## src/verilog/sched_cfg_pkg.sv

```systemverilog
// Scheduler configuration
// Sizing constants and helpers

package sched_cfg_pkg;

  // Number of request sources when the top level is left at its default
  localparam int NUM_REQS_DEFAULT = 8;

  // Starting value of the 8-bit LFSR
  // An all-zero value would lock the register, so the seed must be nonzero
  localparam logic [7:0] SEED_DEFAULT = 8'h01;

  // Width of the LFSR that drives the starting index
  localparam int LFSR_WIDTH = 8;

  // Number of bits needed to number num_reqs sources
  // At least one bit is returned so a two-source scheduler still has an id
  function automatic int idx_width(input int num_reqs);
    int bits;
    bits = 1;
    // Grow until 2**bits covers every source number
    while ((1 << bits) < num_reqs) begin
      bits++;
    end
    return bits;
  endfunction

  // True when n is a power of two in the supported range
  function automatic bit num_reqs_ok(input int n);
    return (n >= 2) && (n <= (1 << LFSR_WIDTH)) && ((n & (n - 1)) == 0);
  endfunction

endpackage

```

## src/verilog/sched_req_pkg.sv

```systemverilog
// Scheduler request payload

package sched_req_pkg;

  // Width of the tag field
  localparam int TAG_WIDTH = 4;

  // Width of the length field
  localparam int LEN_WIDTH = 12;

  // One request as posted by a source
  // The tag sits in the upper nibble, the length in the lower 12 bits
  // The scheduler never looks inside, it only stores and forwards it
  typedef struct packed {
    logic [TAG_WIDTH-1:0] tag;
    logic [LEN_WIDTH-1:0] length;
  } req_payload_t;

  // Total payload width, 16 bits with the fields above
  localparam int PAYLOAD_WIDTH = $bits(req_payload_t);

endpackage
```

## src/verilog/rand_lfsr.sv

```systemverilog
// Random start index source
// 8-bit LFSR stepped by an update strobe

module rand_lfsr
  import sched_cfg_pkg::*;
#(
  parameter logic [LFSR_WIDTH-1:0] SEED = SEED_DEFAULT
) (
  input  logic                  clk,
  input  logic                  rst,
  input  logic                  update,
  output logic [LFSR_WIDTH-1:0] random
);

  // A zero seed would leave the register stuck at zero forever
  if (SEED == '0) begin : g_bad_seed
    $error("rand_lfsr SEED must be nonzero");
  end

  // Current LFSR state
  logic [LFSR_WIDTH-1:0] lfsr;

  // Feedback bit for x^8+x^6+x^5+x^4+1
  logic                  feedback;

  // Taps at bits 7, 5, 4 and 3 of the current state
  assign feedback = lfsr[7] ^ lfsr[5] ^ lfsr[4] ^ lfsr[3];

  // The state only moves when a grant is accepted
  // Between updates the start index stays put so the grant is stable
  always_ff @(posedge clk) begin
    if (rst) begin
      lfsr <= SEED;
    end else if (update) begin
      // Shift left and bring the feedback in at bit 0
      lfsr <= {lfsr[LFSR_WIDTH-2:0], feedback};
    end
  end

  // The whole register goes out; the consumer picks the bits it needs
  assign random = lfsr;

endmodule

```

## src/verilog/rand_sched.sv

```systemverilog
// Randomized request scheduler
// LFSR start index with round-robin search

module rand_sched
  import sched_cfg_pkg::*;
  import sched_req_pkg::*;
#(
  parameter int              NUM_REQS = NUM_REQS_DEFAULT,
  parameter logic [LFSR_WIDTH-1:0] SEED = SEED_DEFAULT
) (
  input  logic                                   clk,
  input  logic                                   rst,
  input  logic         [NUM_REQS-1:0]            push,
  input  req_payload_t [NUM_REQS-1:0]            push_data,
  input  logic                                   take,
  output logic         [NUM_REQS-1:0]            full,
  output logic                                   grant_v,
  output logic         [idx_width(NUM_REQS)-1:0] grant_id,
  output req_payload_t                           grant_data
);

  localparam int IW = idx_width(NUM_REQS);

  // The start index is a slice of the LFSR, so the source count must fit it
  if (!num_reqs_ok(NUM_REQS)) begin : g_bad_num_reqs
    $error("rand_sched NUM_REQS must be a power of two from 2 to 256");
  end

  // LFSR state
  logic         [LFSR_WIDTH-1:0] random;

  // Search start index taken from the low LFSR bits
  logic         [IW-1:0]         index;

  // Grant presented and taken in the same cycle
  logic                          accept;

  // Payloads of all slots
  req_payload_t [NUM_REQS-1:0]   held_data;

  // A grant counts only when there is one to take
  assign accept = grant_v & take;

  assign index = random[IW-1:0];

  // Start index source, stepped once per accepted grant
  rand_lfsr #(
    .SEED    (SEED)
  ) i_rand_lfsr (
    .clk     (clk),
    .rst     (rst),
    .update  (accept),
    .random  (random)
  );

  // Holding slots, the accepted source is cleared by its id
  req_hold #(
    .NUM_REQS   (NUM_REQS)
  ) i_req_hold (
    .clk        (clk),
    .rst        (rst),
    .push       (push),
    .push_data  (push_data),
    .clear      (accept),
    .clear_id   (grant_id),
    .held       (full),
    .held_data  (held_data)
  );

  // Combinational winner search over the registered slots
  rr_arb_windex #(
    .NUM_REQS    (NUM_REQS)
  ) i_rr_arb_windex (
    .held        (full),
    .held_data   (held_data),
    .index       (index),
    .grant_v     (grant_v),
    .grant_id    (grant_id),
    .grant_data  (grant_data)
  );

endmodule

```

## src/verilog/req_hold.sv

```systemverilog
// Request holding slots
// One valid bit and payload per source

module req_hold
  import sched_cfg_pkg::*;
  import sched_req_pkg::*;
#(
  parameter int NUM_REQS = NUM_REQS_DEFAULT
) (
  input  logic                                   clk,
  input  logic                                   rst,
  input  logic         [NUM_REQS-1:0]            push,
  input  req_payload_t [NUM_REQS-1:0]            push_data,
  input  logic                                   clear,
  input  logic         [idx_width(NUM_REQS)-1:0] clear_id,
  output logic         [NUM_REQS-1:0]            held,
  output req_payload_t [NUM_REQS-1:0]            held_data
);

  // Valid bit per slot
  logic         [NUM_REQS-1:0] valid;

  // Stored payload per slot
  req_payload_t [NUM_REQS-1:0] data;

  // Slot addressed by the clear strobe, one-hot
  logic         [NUM_REQS-1:0] clear_sel;

  // Clear that actually hits a held slot
  logic         [NUM_REQS-1:0] clear_hit;

  // Push that is allowed to load the slot
  logic         [NUM_REQS-1:0] load;

  // Decode the cleared source number into a one-hot vector
  always_comb begin
    clear_sel = '0;
    if (clear) begin
      clear_sel[clear_id] = 1'b1;
    end
  end

  // A clear on an empty slot is dropped
  assign clear_hit = clear_sel & valid;

  // An empty slot takes any push
  // A slot being cleared this cycle is free again and may reload at once
  // A push to a slot that stays held is ignored and the old payload is kept
  assign load = push & (~valid | clear_hit);

  for (genvar i = 0; i < NUM_REQS; i++) begin : g_slot

    // Valid bit of this slot, the only control state here
    always_ff @(posedge clk) begin
      if (rst) begin
        valid[i] <= 1'b0;
      end else if (load[i]) begin
        valid[i] <= 1'b1;
      end else if (clear_hit[i]) begin
        valid[i] <= 1'b0;
      end
    end

    // Payload register, only written on a load
    always_ff @(posedge clk) begin
      if (load[i]) begin
        data[i] <= push_data[i];
      end
    end

  end

  // Registered slot contents feed the arbiter
  assign held      = valid;
  assign held_data = data;

endmodule

```

## src/verilog/rr_arb_windex.sv

```systemverilog
// Round-robin search from an external index
// Picks the winner and its payload

module rr_arb_windex
  import sched_cfg_pkg::*;
  import sched_req_pkg::*;
#(
  parameter int NUM_REQS = NUM_REQS_DEFAULT
) (
  input  logic         [NUM_REQS-1:0]            held,
  input  req_payload_t [NUM_REQS-1:0]            held_data,
  input  logic         [idx_width(NUM_REQS)-1:0] index,
  output logic                                   grant_v,
  output logic         [idx_width(NUM_REQS)-1:0] grant_id,
  output req_payload_t                           grant_data
);

  localparam int IW = idx_width(NUM_REQS);

  // Held vector written twice so a plain slice gives the rotation
  logic [2*NUM_REQS-1:0] held_dbl;

  // Held vector rotated so that bit k is source (index + k) mod NUM_REQS
  logic [NUM_REQS-1:0]   held_rot;

  // Offset of the first held slot counting up from index
  logic [IW-1:0]         offset;

  // Set once the search has seen a held slot
  logic                  found;

  // Rotate right by index
  // The upper copy supplies the bits that wrap around past the top source
  always_comb begin
    held_dbl = {held, held};
    held_rot = held_dbl[index +: NUM_REQS];
  end

  // Lowest set bit of the rotated vector
  // Earlier hits win, later ones are masked by found
  always_comb begin
    offset = '0;
    found  = 1'b0;
    for (int k = 0; k < NUM_REQS; k++) begin
      if (held_rot[k] && !found) begin
        found  = 1'b1;
        offset = IW'(k);
      end
    end
  end

  // Any held slot gives a grant, whatever the index
  assign grant_v = found;

  // Undo the rotation to get the source number
  // NUM_REQS is a power of two, so the IW-bit sum wraps exactly at NUM_REQS
  assign grant_id = index + offset;

  // Payload of the chosen source
  // With nothing held this is slot index's stale payload, and grant_v is low
  assign grant_data = held_data[grant_id];

endmodule

```

## config.mk

```make
export PLATFORM = sky130hd
export DESIGN_NAME = rand_sched
export DESIGN_NICKNAME = d
export VERILOG_FILES = /design/src/verilog/sched_cfg_pkg.sv /design/src/verilog/sched_req_pkg.sv /design/src/verilog/rand_lfsr.sv /design/src/verilog/rand_sched.sv /design/src/verilog/req_hold.sv /design/src/verilog/rr_arb_windex.sv
export SDC_FILE = /design/constraint.sdc
export NUM_CORES = 1
export LEC_CHECK = 0
export ABC_AREA = 1
export BUFFER_PORTS_ARGS = -buffer_cell sky130_fd_sc_hd__buf_2
export CAP_MARGIN = 20
export CORE_MARGIN = 2
export CORE_UTILIZATION = 31
export DETAILED_ROUTE_END_ITERATION = 12
export PLACE_DENSITY = 0.58
export RECOVER_POWER = 100
export SLEW_MARGIN = 20
export SYNTH_ARGS = -nofsm -noshare
export SYNTH_HDL_FRONTEND = slang
export SYNTH_SLANG_ARGS = --single-unit
```

## constraint.sdc

```tcl
create_clock -name clk -period 3.9 [get_ports clk]
set_input_delay 0.585 -clock clk [delete_from_list [all_inputs] [get_ports clk]]
set_output_delay 0.585 -clock clk [all_outputs]
set_load 0.02 [all_outputs]
```

== Yosys cells after proc, flatten, opt, wreduce, memory -nomap -nowiden ==
Cells that the tools add are included.
Word-level totals
  output and inout bits: 28
  bits in registers: 144
  word-level logic and storage cells: 96
Cells by class
  order comparisons: 2
  shifts and indexed selects: 1
  reduce and logical (&&, ||, !) cells: 23
  add/subtract/negate cells: 1
  bitwise operators: 8
  muxes and demuxes: 36
Operators with widths (count)
  16-bit binary-select mux with 3-bit select: 1
  1-bit 2-to-1 mux: 26
  8-bit AND: 2
  16-bit 2-to-1 mux: 1
  2-bit nonzero test: 8
  16-bit by 4-bit variable part select with 8-bit output: 1
  3-bit 2-to-1 mux: 4
  1-bit logical AND: 8
  8-bit 2-to-1 mux: 1
  8-bit NOT: 1
  8-bit OR: 1
  1-bit logical NOT: 7
  3-bit by 4-bit < comparator with 1-bit output, second input constant: 1
  2-bit 2-to-1 mux: 2
  3-bit adder: 1
  1-bit demux with 3-bit select: 1
  3-bit by 1-bit greater-or-equal comparator with 1-bit output, second input constant: 1
  1-bit bitwise XOR: 3
  1-bit AND: 1

== Depth between registers and ports, before layout ==
Gate-level depths: netlist (run 1).
  word-level depth: 33
  mapped depth: 22
  depth with buffers taken out: 21

== Cells and area by module ==
From an unflattened synthesis (run 1), not the netlist that was laid out.
Second synthesis, totals
  cells, all modules: 567
  area, all modules: 6297.3 sq um
By module, submodules not included
  req_hold: area each 4242.8 sq um, cells each 188, times used 1
  rr_arb_windex: area each 1689.1 sq um, cells each 329, times used 1
  rand_lfsr: area each 357.8 sq um, cells each 48, times used 1
  rand_sched: area each 7.5 sq um, cells each 2, times used 1

== Least setup slack after synthesis (run 1) ==
Ideal clock, no wire load.
  path kind: register to register
  start: register i_rand_lfsr.lfsr[0], in the netlist i_rand_lfsr.random[0]
  end: register i_req_hold.data (netlist bit i_req_hold.held_data[100]), enable pin
  data required time: 3.506 ns
  arrival time: 3.353 ns
  slack: 0.153 ns
  period minus slack after synthesis: 3.747 ns
  stages on the path, launching flop included: 20
  cells stage by stage: dfxtp_1 > buf_6 > nand2_1 > nand3_1 > nand3_1 > nand2_2 > nor2_2 > nand2_4 > nor2_8 > nand4_4 > o211ai_1 > ha_1 > inv_1 > fa_1 > xor2_1 > inv_1 > nand3_4 > nand2_4 > nand3_1 > a21oi_1
Between the ends
  word-level cells in the longest chain between the ends: 32
Ends and longest elaborated chain
  start: declaration: RTL line rand_lfsr.sv:21  | logic [LFSR_WIDTH-1:0] lfsr;
  start signal: assignment: RTL line rand_lfsr.sv:36  | lfsr <= {lfsr[LFSR_WIDTH-2:0], feedback};
  16-bit by 4-bit variable part select with 8-bit output: RTL line rr_arb_windex.sv:36  | held_rot = held_dbl[index +: NUM_REQS];
  1-bit 2-to-1 mux: RTL line rr_arb_windex.sv:45  | if (held_rot[k] && !found) begin
  1-bit logical NOT: RTL line rr_arb_windex.sv:45
  1-bit logical AND: RTL line rr_arb_windex.sv:45
  1-bit 2-to-1 mux: RTL line rr_arb_windex.sv:45
  1-bit logical NOT: RTL line rr_arb_windex.sv:45
  1-bit logical AND: RTL line rr_arb_windex.sv:45
  1-bit 2-to-1 mux: RTL line rr_arb_windex.sv:45
  [16 not listed]
  via grant_id[2]: RTL line rand_sched.sv:18  | output logic [idx_width(NUM_REQS)-1:0] grant_id,
  [1 not listed]
  1-bit logical AND (not written as such): RTL line req_hold.sv:39  | clear_sel[clear_id] = 1'b1;
  1-bit 2-to-1 mux (not written as such): RTL line req_hold.sv:39
  1-bit demux with 3-bit select *
  8-bit 2-to-1 mux *: RTL line req_hold.sv:38  | if (clear) begin
  8-bit AND *: RTL line req_hold.sv:44  | assign clear_hit = clear_sel & valid;
  8-bit OR *: RTL line req_hold.sv:49  | assign load = push & (~valid | clear_hit);
  8-bit AND *: RTL line req_hold.sv:49
  via i_req_hold.load[6]: RTL line req_hold.sv:33  | logic [NUM_REQS-1:0] load;
  end signal: indexed assignment: RTL line req_hold.sv:67  | data[i] <= push_data[i];
  end: declaration: RTL line req_hold.sv:24  | req_payload_t [NUM_REQS-1:0] data;
Mark *: on every way through the listed nets, which the timed path passes. The rest lies on a longest branch.
A chain may end at the register's enable or synchronous reset.

==> results.md, run 1 <==
- CTS buffer count: 17
- Pin count of the biggest net entering global routing: 38
- Power Total: between 6 and 7 mW
- Library cell with the highest instance count after synthesis: nand2_1
- Crit path DAT: 3.60 ns
- Synth area leaders: edfxtp_1 (61%), nand2_1 (9.6%), dfxtp_1 (5.1%), mux2i_1 (4.6%), nand3_1 (3.5%)
- WL final: 18,290 um
- EDFF count, synth: 128
- Post-synth top flop: edfxtp_1
- Most frequent cells after synthesis: nand2_1 (160), edfxtp_1 (128), nor2_1 (54)
- Layout area overhead: 43.38%
- Residual DRC count: 0
- I/O Pins: 167
- Vias in the first global route: between 5,000 and 6,000
- RSZ-0062 raised after global routing: yes
- Layout fillers: approximately 1,900
- Detailed Routing Iterations Pass 1: 4
- R2R Path End: i_req_hold.held_data[37]$_DFFE_PP_
- R2R depth: 22
- Fin. Hold Viols: 0
- Levels on crit path: 24
- FP Rows: about 50
- First-pass GRT wire length: 28,190 um
- Startpoint types: flop
- Worst Setup End Kind: output pin
- Post-synthesis register bit count: 144
- Fin worst setup slack: -0.2881 ns
- DR WL met2: slightly below 9000 um
- Area leader, netlist: edfxtp_1
- Failing checks: negative setup slack
- HP Class: in2reg
- Max Transition Viols Final: 0
- Die area: around 0.021 mm2
- Worst hold path endpoint: i_req_hold.held_data[55]$_DFFE_PP_
- Asr flop ratio synth: 0
- Post-Route Skew: 0.008021 ns
- Worst path most repeated cell: buf_6
- Routed len/inst: between 15 and 20 um
- Clk pwr share: 0.241
- Initial antenna violation count: 0
- R2r startpoint: i_rand_lfsr.random[0]$_SDFFE_PP1P_
- Avg Cell Area, Syn: 11.32 um2
- Hold path depth: 1
- Clock tree from TritonCTS: yes
- Req. time, crit path: 3.31 ns
- Tot GR Track Use: 0.1760
- GRT Residual Overflow: 0
- Clk buf depth: 2
- Post-Place Worst Slack: -0.2556 ns
- Diodes inserted: 0
- Yosys warns: 0
- Max Cap Violations: 0
- Slew @ Worst Pin: around 0.47 ns
- Clock sinks: between 100 and 150
- Top Layer Used: met4
- Root buf cell: clkbuf_16
- Core area: 0.01965 mm2
- Max incr delay on CP: 0.39 ns
- Met1 Wirelength: 8178 um
- Final min period: 4.188 ns
- Initial DRC count: 182
- Met3 WL: a little under 700 um
- WS Path Type: reg2out
- Die X: 146.1 um
- Setup TNS: -3.853 ns
- Max_slew headroom: 0.6847
- Synth Cell Area: about 0.0063 mm2
- Max Fclk: around 0.24 GHz
- DPL Wire Length: 12,790 um
- HP Start: push_data[55]
- Register area share after synthesis: 0.6649
- Routed vias/inst: 4.529
- H-tree Lvls: 4
- PD cells: 726.2 mW/mm2
- Synth Net Count: 694
- Synth cell types: 39
- Antenna viol nets, final: 0
- Post-synth top area share: 0.6138
- Worst skew pair latency: 0.42 ns
- Worst Hold Margin: between 0.3 and 0.4 ns
- Comb power frac: 0.469
- Leakage: approximately 3.8 nW
- Largest fanout on the critical path: 7
- Syn Inst Count: 553
- Status: complete, but fails checks
- RD Place Congestion: 0.8211
- CP cell instances: buf_6, nand2_2, nand3_2, nand3_2, nand2_2, nor2_4, nand2_4, nor2_8, nand4_4, o211ai_1, ha_4, inv_2, fa_2, xor2_4, inv_2, nand3_4, nand2_8, nand2_8, buf_12, buf_6, nor2_2, nor2_1, nand2_1, buf_6
- Sequential power share: 0.290
- Crit share post-route: 1.074
- P_int: 4.006 mW
- Clk pin slew, worst setup/hold paths: 0.06 ns
- Slowest CP cell: fa_2
- Sw frac: 0.3856
- Vias: 4,733
- R2R Setup Slk: 0.21 ns
- I/O Buffers: about 170
- NetSw: 2.514 mW
- Worst vdd ir: 0.0003525 V
- Setup violators final: 16
- CP top delay family: simple AND/OR/NAND/NOR gates
- Fraction of layout cells with a size suffix above 1: 0.4474
- Buffers and inverters on the worst path: 6
- Initial Utilization: 0.3186
- Chip Height: 146.1 um
- Final-stage net count: 908
## power groups by stage
stage               logic, mW  registers, mW  clock network [mW]
finish                   3.06           1.89                1.57
global route             3.30           1.90                1.67
CTS                      2.88           1.89                1.61
detailed placement       2.33           1.92                   0
global placement         2.32           1.91                   0
floorplan                1.42           1.91                   0
## layout make-up
type / count / area (um2) / share of cell area
Multi-Input combinational cell: 359 / 2364 / 0.2632
Timing Repair inverter: 1 / 8.758 / 0.0009755
Tap cell: 265 / 331.6 / 0.03693
Clock buffer: 19 / 432.9 / 0.04822
Clock inverter: 13 / 136.4 / 0.01519
Timing Repair Buffer: 213 / 1394 / 0.1552
Sequential cell: 144 / 4172 / 0.4646
Inverter: 31 / 140.1 / 0.01561
## timing repair
| action | CTS | global route |
|---|---|---|
| endpoints found under the setup margin | 17 | 34 |
| setup buffers | 21 | 3 |
| gates cloned | 2 | 0 |
| gates resized for setup | 107 | 62 |
| pin swaps | 37 | 32 |
| hold buffers | 0 | 0 |
## state kept, by name, summed over array words and instances (netlist names)
| name | cells |
|---|---|
| i_req_hold.held | 8 |
| i_req_hold.held_data | 128 |
| i_rand_lfsr.random | 8 |
## how the worst max path moves through the flow
stage / start / endpoint / slack [ns]
after floorplan: i_rand_lfsr.random[0]$_SDFFE_PP1P_ / i_req_hold.held_data[100]$_DFFE_PP_ / 0.15
after global placement: i_rand_lfsr.random[1]$_SDFFE_PP0P_ / grant_data[9] / -0.23
after detailed placement: i_rand_lfsr.random[1]$_SDFFE_PP0P_ / grant_data[13] / -0.26
after CTS: i_rand_lfsr.random[0]$_SDFFE_PP1P_ / grant_data[13] / -0.31
after global routing: i_rand_lfsr.random[0]$_SDFFE_PP1P_ / grant_data[15] / -0.47
final: i_rand_lfsr.random[0]$_SDFFE_PP1P_ / grant_data[0] / -0.29
## cell families (layout without fill, tap and decap cells)
| family | count (synthesis) | in the layout | share of synthesized area |
|---|---|---|---|
| AOI/OAI and AO/OA | 46 | 46 | 0.04616 |
| xor gates and xnor gates | 4 | 4 | 0.005595 |
| adders and majority gates | 2 | 2 | 0.005195 |
| buffers and inverters | 50 | 277 | 0.03676 |
| DFF | 144 | 144 | 0.6649 |
| muxes | 29 | 29 | 0.04635 |
| and+or+nand+nor | 278 | 278 | 0.1950 |
## per-layer routing
layer  track usage  vias up
met3       0.03313       32
met5             0        -
met4       0.07330        0
met1        0.2237     2248
met2        0.2960      128
li1              -     2325
## worst register-to-register path, delay by kind of cell (launching register included)
| family | cells | cell delay (ns) |
|---|---|---|
| adders and majority gates | 2 | 0.56 |
| xor gates and xnor gates | 1 | 0.19 |
| buffers and inverters | 6 | 0.77 |
| AOI/OAI and AO/OA | 2 | 0.29 |
| DFF | 1 | 0.36 |
| and+or+nand+nor | 11 | 1.21 |
## placed cells by master (no fill, tap or decap), types with 3 or more instances in the layout
cell type	instances
mux2i_1	29
o21bai_1	3
clkbuf_1	17
buf_6	19
clkbuf_16	17
o21ai_0	8
a21oi_1	19
inv_6	5
a21oi_2	8
nand3_2	30
nand2_8	3
nand2_2	14
nand3_1	13
nor2_2	16
nand2_4	8
xnor2_1	3
inv_1	19
nor2_4	17
inv_2	6
buf_2	136
nor2_1	23
edfxtp_1	128
buf_4	33
nand3_4	4
clkinv_2	3
buf_12	9
and2_1	4
dfxtp_1	14
nand2_1	143
clkinv_1	3
## metrics by stage
stage	std cells	instance area (um2)	utilization
final	1045	8979	0.4568
after CTS	1042	8728	0.4441
after floorplan	553	6262	-
after detailed placement	987	7594	0.3864
after global routing	1045	8979	0.4568
after global placement	987	7594	0.3864
Note: power is estimated with default switching activity, not from simulation.
==> run 2: changes to the inputs <==
--- a/config.mk
+++ b/config.mk
@@ -13,6 +13,7 @@
 export DETAILED_ROUTE_END_ITERATION = 12
 export PLACE_DENSITY = 0.58
 export RECOVER_POWER = 100
+export SETUP_SLACK_MARGIN = 0.5
 export SLEW_MARGIN = 20
 export SYNTH_ARGS = -nofsm -noshare
 export SYNTH_HDL_FRONTEND = slang
==> run 2 against run 1 <==
Clock skew hardly changed. Clock-buffer cell count stayed put. Critical path depth is 2 lower. Die area stayed put. Sequential share of layout area is 2.0 points lower. Via count is 3.1% higher. Largest cell class unchanged. The run still ends with negative setup slack left. Critical endpoint is now grant_data[15]. Hold slack hardly changed. Wire length is 8.1% higher.
==> results.md, run 2 (synthesis gave the netlist of run 1 again) <==
- Crit path capture: grant_data[15]
- R2R Setup Slk: 0.06 ns (-0.15 ns)
- Final min period: 4.166 ns (-0.02157 ns)
- Max Cap Violations: 0 (unchanged)
- DPL Wire Length: 12,660 um (-1.1%)
- Initial antenna violation count: 0 (unchanged)
- Most common cell after layout, fill and taps aside: buf_2
- Crit path DAT: 3.58 ns (-0.02 ns)
- WL final: 19,770 um (+8.1%)
- Failing checks: negative setup slack
- Clock sinks: 144 (unchanged)
- I/O Buffers: 166 (unchanged)
- Die area: 0.02135 mm2 (unchanged)
- Layout fillers: 1,825 (-3.1%)
- Largest fanout on the critical path: 8 (+1)
- Req. time, crit path: 3.31 ns (about the same)
- Max FFs per register: 128 (unchanged)
- Slew @ Worst Pin: 0.4757 ns (+0.003945 ns)
- First-pass GRT wire length: 27,620 um (-2.0%)
- Die X: 146.1 um (unchanged)
- Initial DRC count: 211 (+16%)
- Final core utilization: 0.4778 (+0.02101)
- RSZ-0062 raised after global routing: yes
- Vias: 4,879 (+3.1%)
- PD cells: 713.9 mW/mm2 (-1.7%)
- FP Rows: 51 (unchanged)
- Status: complete, but fails checks
- Max Fclk: 0.2400 GHz (+0.52%)
- Crit. Startpoint: i_rand_lfsr.random[0]$_SDFFE_PP1P_
- I/O Pins: 167 (unchanged)
- Worst vdd ir: 0.0003767 V (+6.9%)
- Clock tree from TritonCTS: yes
- Antenna viol nets, final: 0 (unchanged)
- Multi-input gate area: 0.002589 mm2 (+9.5%)
- Fin worst setup slack: -0.2665 ns (+0.02157 ns)
- Fraction of layout cells with a size suffix above 1: 0.4866 (+0.03919)
- Worst Hold Margin: 0.3356 ns (+0.0002810 ns)
- R2R Path End: i_req_hold.held_data[78]$_DFFE_PP_
- Initial Utilization: 0.3186 (unchanged)
- Root buf cell: clkbuf_16
- Residual DRC count: 0 (unchanged)
- CTS buffer count: 17 (unchanged)
- R2R depth: 23 (+4.5%)
- Startpoint types: flop
- Power Total: 6.704 mW (+2.8%)
- Detailed Routing Iterations Pass 1: 4 (unchanged)
- Most frequent cells in the layout: buf_2 (142), nand2_1 (141), edfxtp_1 (128), nand3_2 (35)
- H-tree Lvls: 4 (unchanged)
- Worst Setup End Kind: output pin
- Core area: 0.01965 mm2 (unchanged)
- Area of placed instances: 0.007641 mm2 (+0.63%)
- Clk pin slew, worst setup/hold paths: 0.06 ns (about the same)
- Max_slew headroom: 0.6821 (-0.002636)
- Chip Height: 146.1 um (unchanged)
- Leakage: 3.978 nW (+4.0%)
- Pin count of the biggest net entering global routing: 37 (-2.6%)
- WS Path Type: reg2out
- Tot GR Track Use: 0.1758 (about the same)
- Routed len/inst: 18.78 um (+7.3%)
- Routed vias/inst: 4.633 (+2.3%)
- R2r startpoint: i_rand_lfsr.random[0]$_SDFFE_PP1P_
- Clk buf depth: 2 (unchanged)
- Sequential cell area: 0.004173 mm2 (about the same)
- Post-Route Skew: 0.008425 ns (+0.0004039 ns)
- RD Place Congestion: 0.8297 (+1.0%)
- Final-stage net count: 913 (+0.55%)
- GRT Residual Overflow: 0 (unchanged)
- Fin. Hold Viols: 0 (unchanged)
- Layout area overhead: 49.97%
- Vias in the first global route: 4,826 (-5.0%)
- Max Transition Viols Final: 0 (unchanged)
- Design area: 0.009392 mm2 (+4.6%)
- Crit share post-route: 1.068 (-0.005531)
- HP Class: in2reg
- Setup violators final: 17 (+1)
- Worst skew pair latency: 0.42 ns (about the same)
[run 2: report_power, final]
part | switching [mW] | total [mW] | internal (mW)
Combinational | 1.92 | 3.23 | 1.31
Clock | 0.639 | 1.58 | 0.941
Sequential | 0.0579 | 1.89 | 1.84
Total | 2.61 | 6.70 | 4.09
[run 2: through the flow]
| stage | std cells | setup slack, ns | setup TNS (ns) |
|---|---|---|---|
| 2_1_floorplan | 553 | 0.5159 | 0 |
| 3_5_place_dp | 983 | -0.03023 | -0.07070 |
| 6_report | 1053 | -0.2665 | -3.884 |
| 3_3_place_gp | 983 | 0.04409 | 0 |
| 4_1_cts | 1034 | -0.2703 | -3.943 |
| 5_1_grt | 1050 | -0.4369 | -9.293 |
[run 2: per-layer routing]
| layer | vias to the layer above | wire (um) | GRT usage |
|---|---|---|---|
| li1 | 2355 | - | - |
| met1 | 2325 | 8453 | 0.2326 |
| met2 | 181 | 9507 | 0.2880 |
| met3 | 18 | 1554 | 0.04344 |
| met4 | 0 | 257 | 0.05097 |
| met5 | - | 0 | 0 |
[run 2: worst min-delay path by stage]
stage                                       start  depth (start not counted)                                  to
2_1_floorplan  i_rand_lfsr.random[6]$_SDFFE_PP0P_                          2  i_rand_lfsr.random[6]$_SDFFE_PP0P_
3_3_place_gp   i_rand_lfsr.random[6]$_SDFFE_PP0P_                          2  i_rand_lfsr.random[6]$_SDFFE_PP0P_
3_5_place_dp   i_rand_lfsr.random[6]$_SDFFE_PP0P_                          2  i_rand_lfsr.random[6]$_SDFFE_PP0P_
4_1_cts                             push_data[60]                          1  i_req_hold.held_data[60]$_DFFE_PP_
5_1_grt                             push_data[38]                          1  i_req_hold.held_data[38]$_DFFE_PP_
6_report                            push_data[60]                          1  i_req_hold.held_data[60]$_DFFE_PP_
[run 2: critical path, stage by stage, from the launching register on]
cell      delay, ns
dfxtp_4        0.37
buf_12         0.15
nand2_4        0.10
nand3_2        0.11
nand3_2        0.10
nand2_2        0.08
nor2_4         0.10
nand2_4        0.07
nor2_8         0.11
nand4_4        0.09
o211ai_1       0.14
ha_4           0.17
inv_2          0.03
fa_2           0.39
xor2_4         0.18
inv_2          0.08
nand3_4        0.13
nand2_8        0.19
nand2_8        0.12
nor2_2         0.17
nor2_4         0.05
nand3_2        0.08
buf_6          0.11
[run 2: cell type report]
type,instances,share of cell area
inverters,31,0.01439
multi-input cells,361,0.2756
clock buffers,19,0.04610
repair buffers,217,0.1688
diodes,3,0.0007994
clock inverters,13,0.01465
well taps,265,0.03531
flip-flops and latches,144,0.4443
[run 2: what timing repair did]
| action | CTS | global route |
|---|---|---|
| hold buffers | 0 | 0 |
| endpoints found under the setup margin | 147 | 150 |
| cloned | 5 | 5 |
| hold endpoints to repair | 0 | 0 |
| pin swaps | 34 | 53 |
| resized for setup | 81 | 128 |
| setup buffers | 14 | 11 |
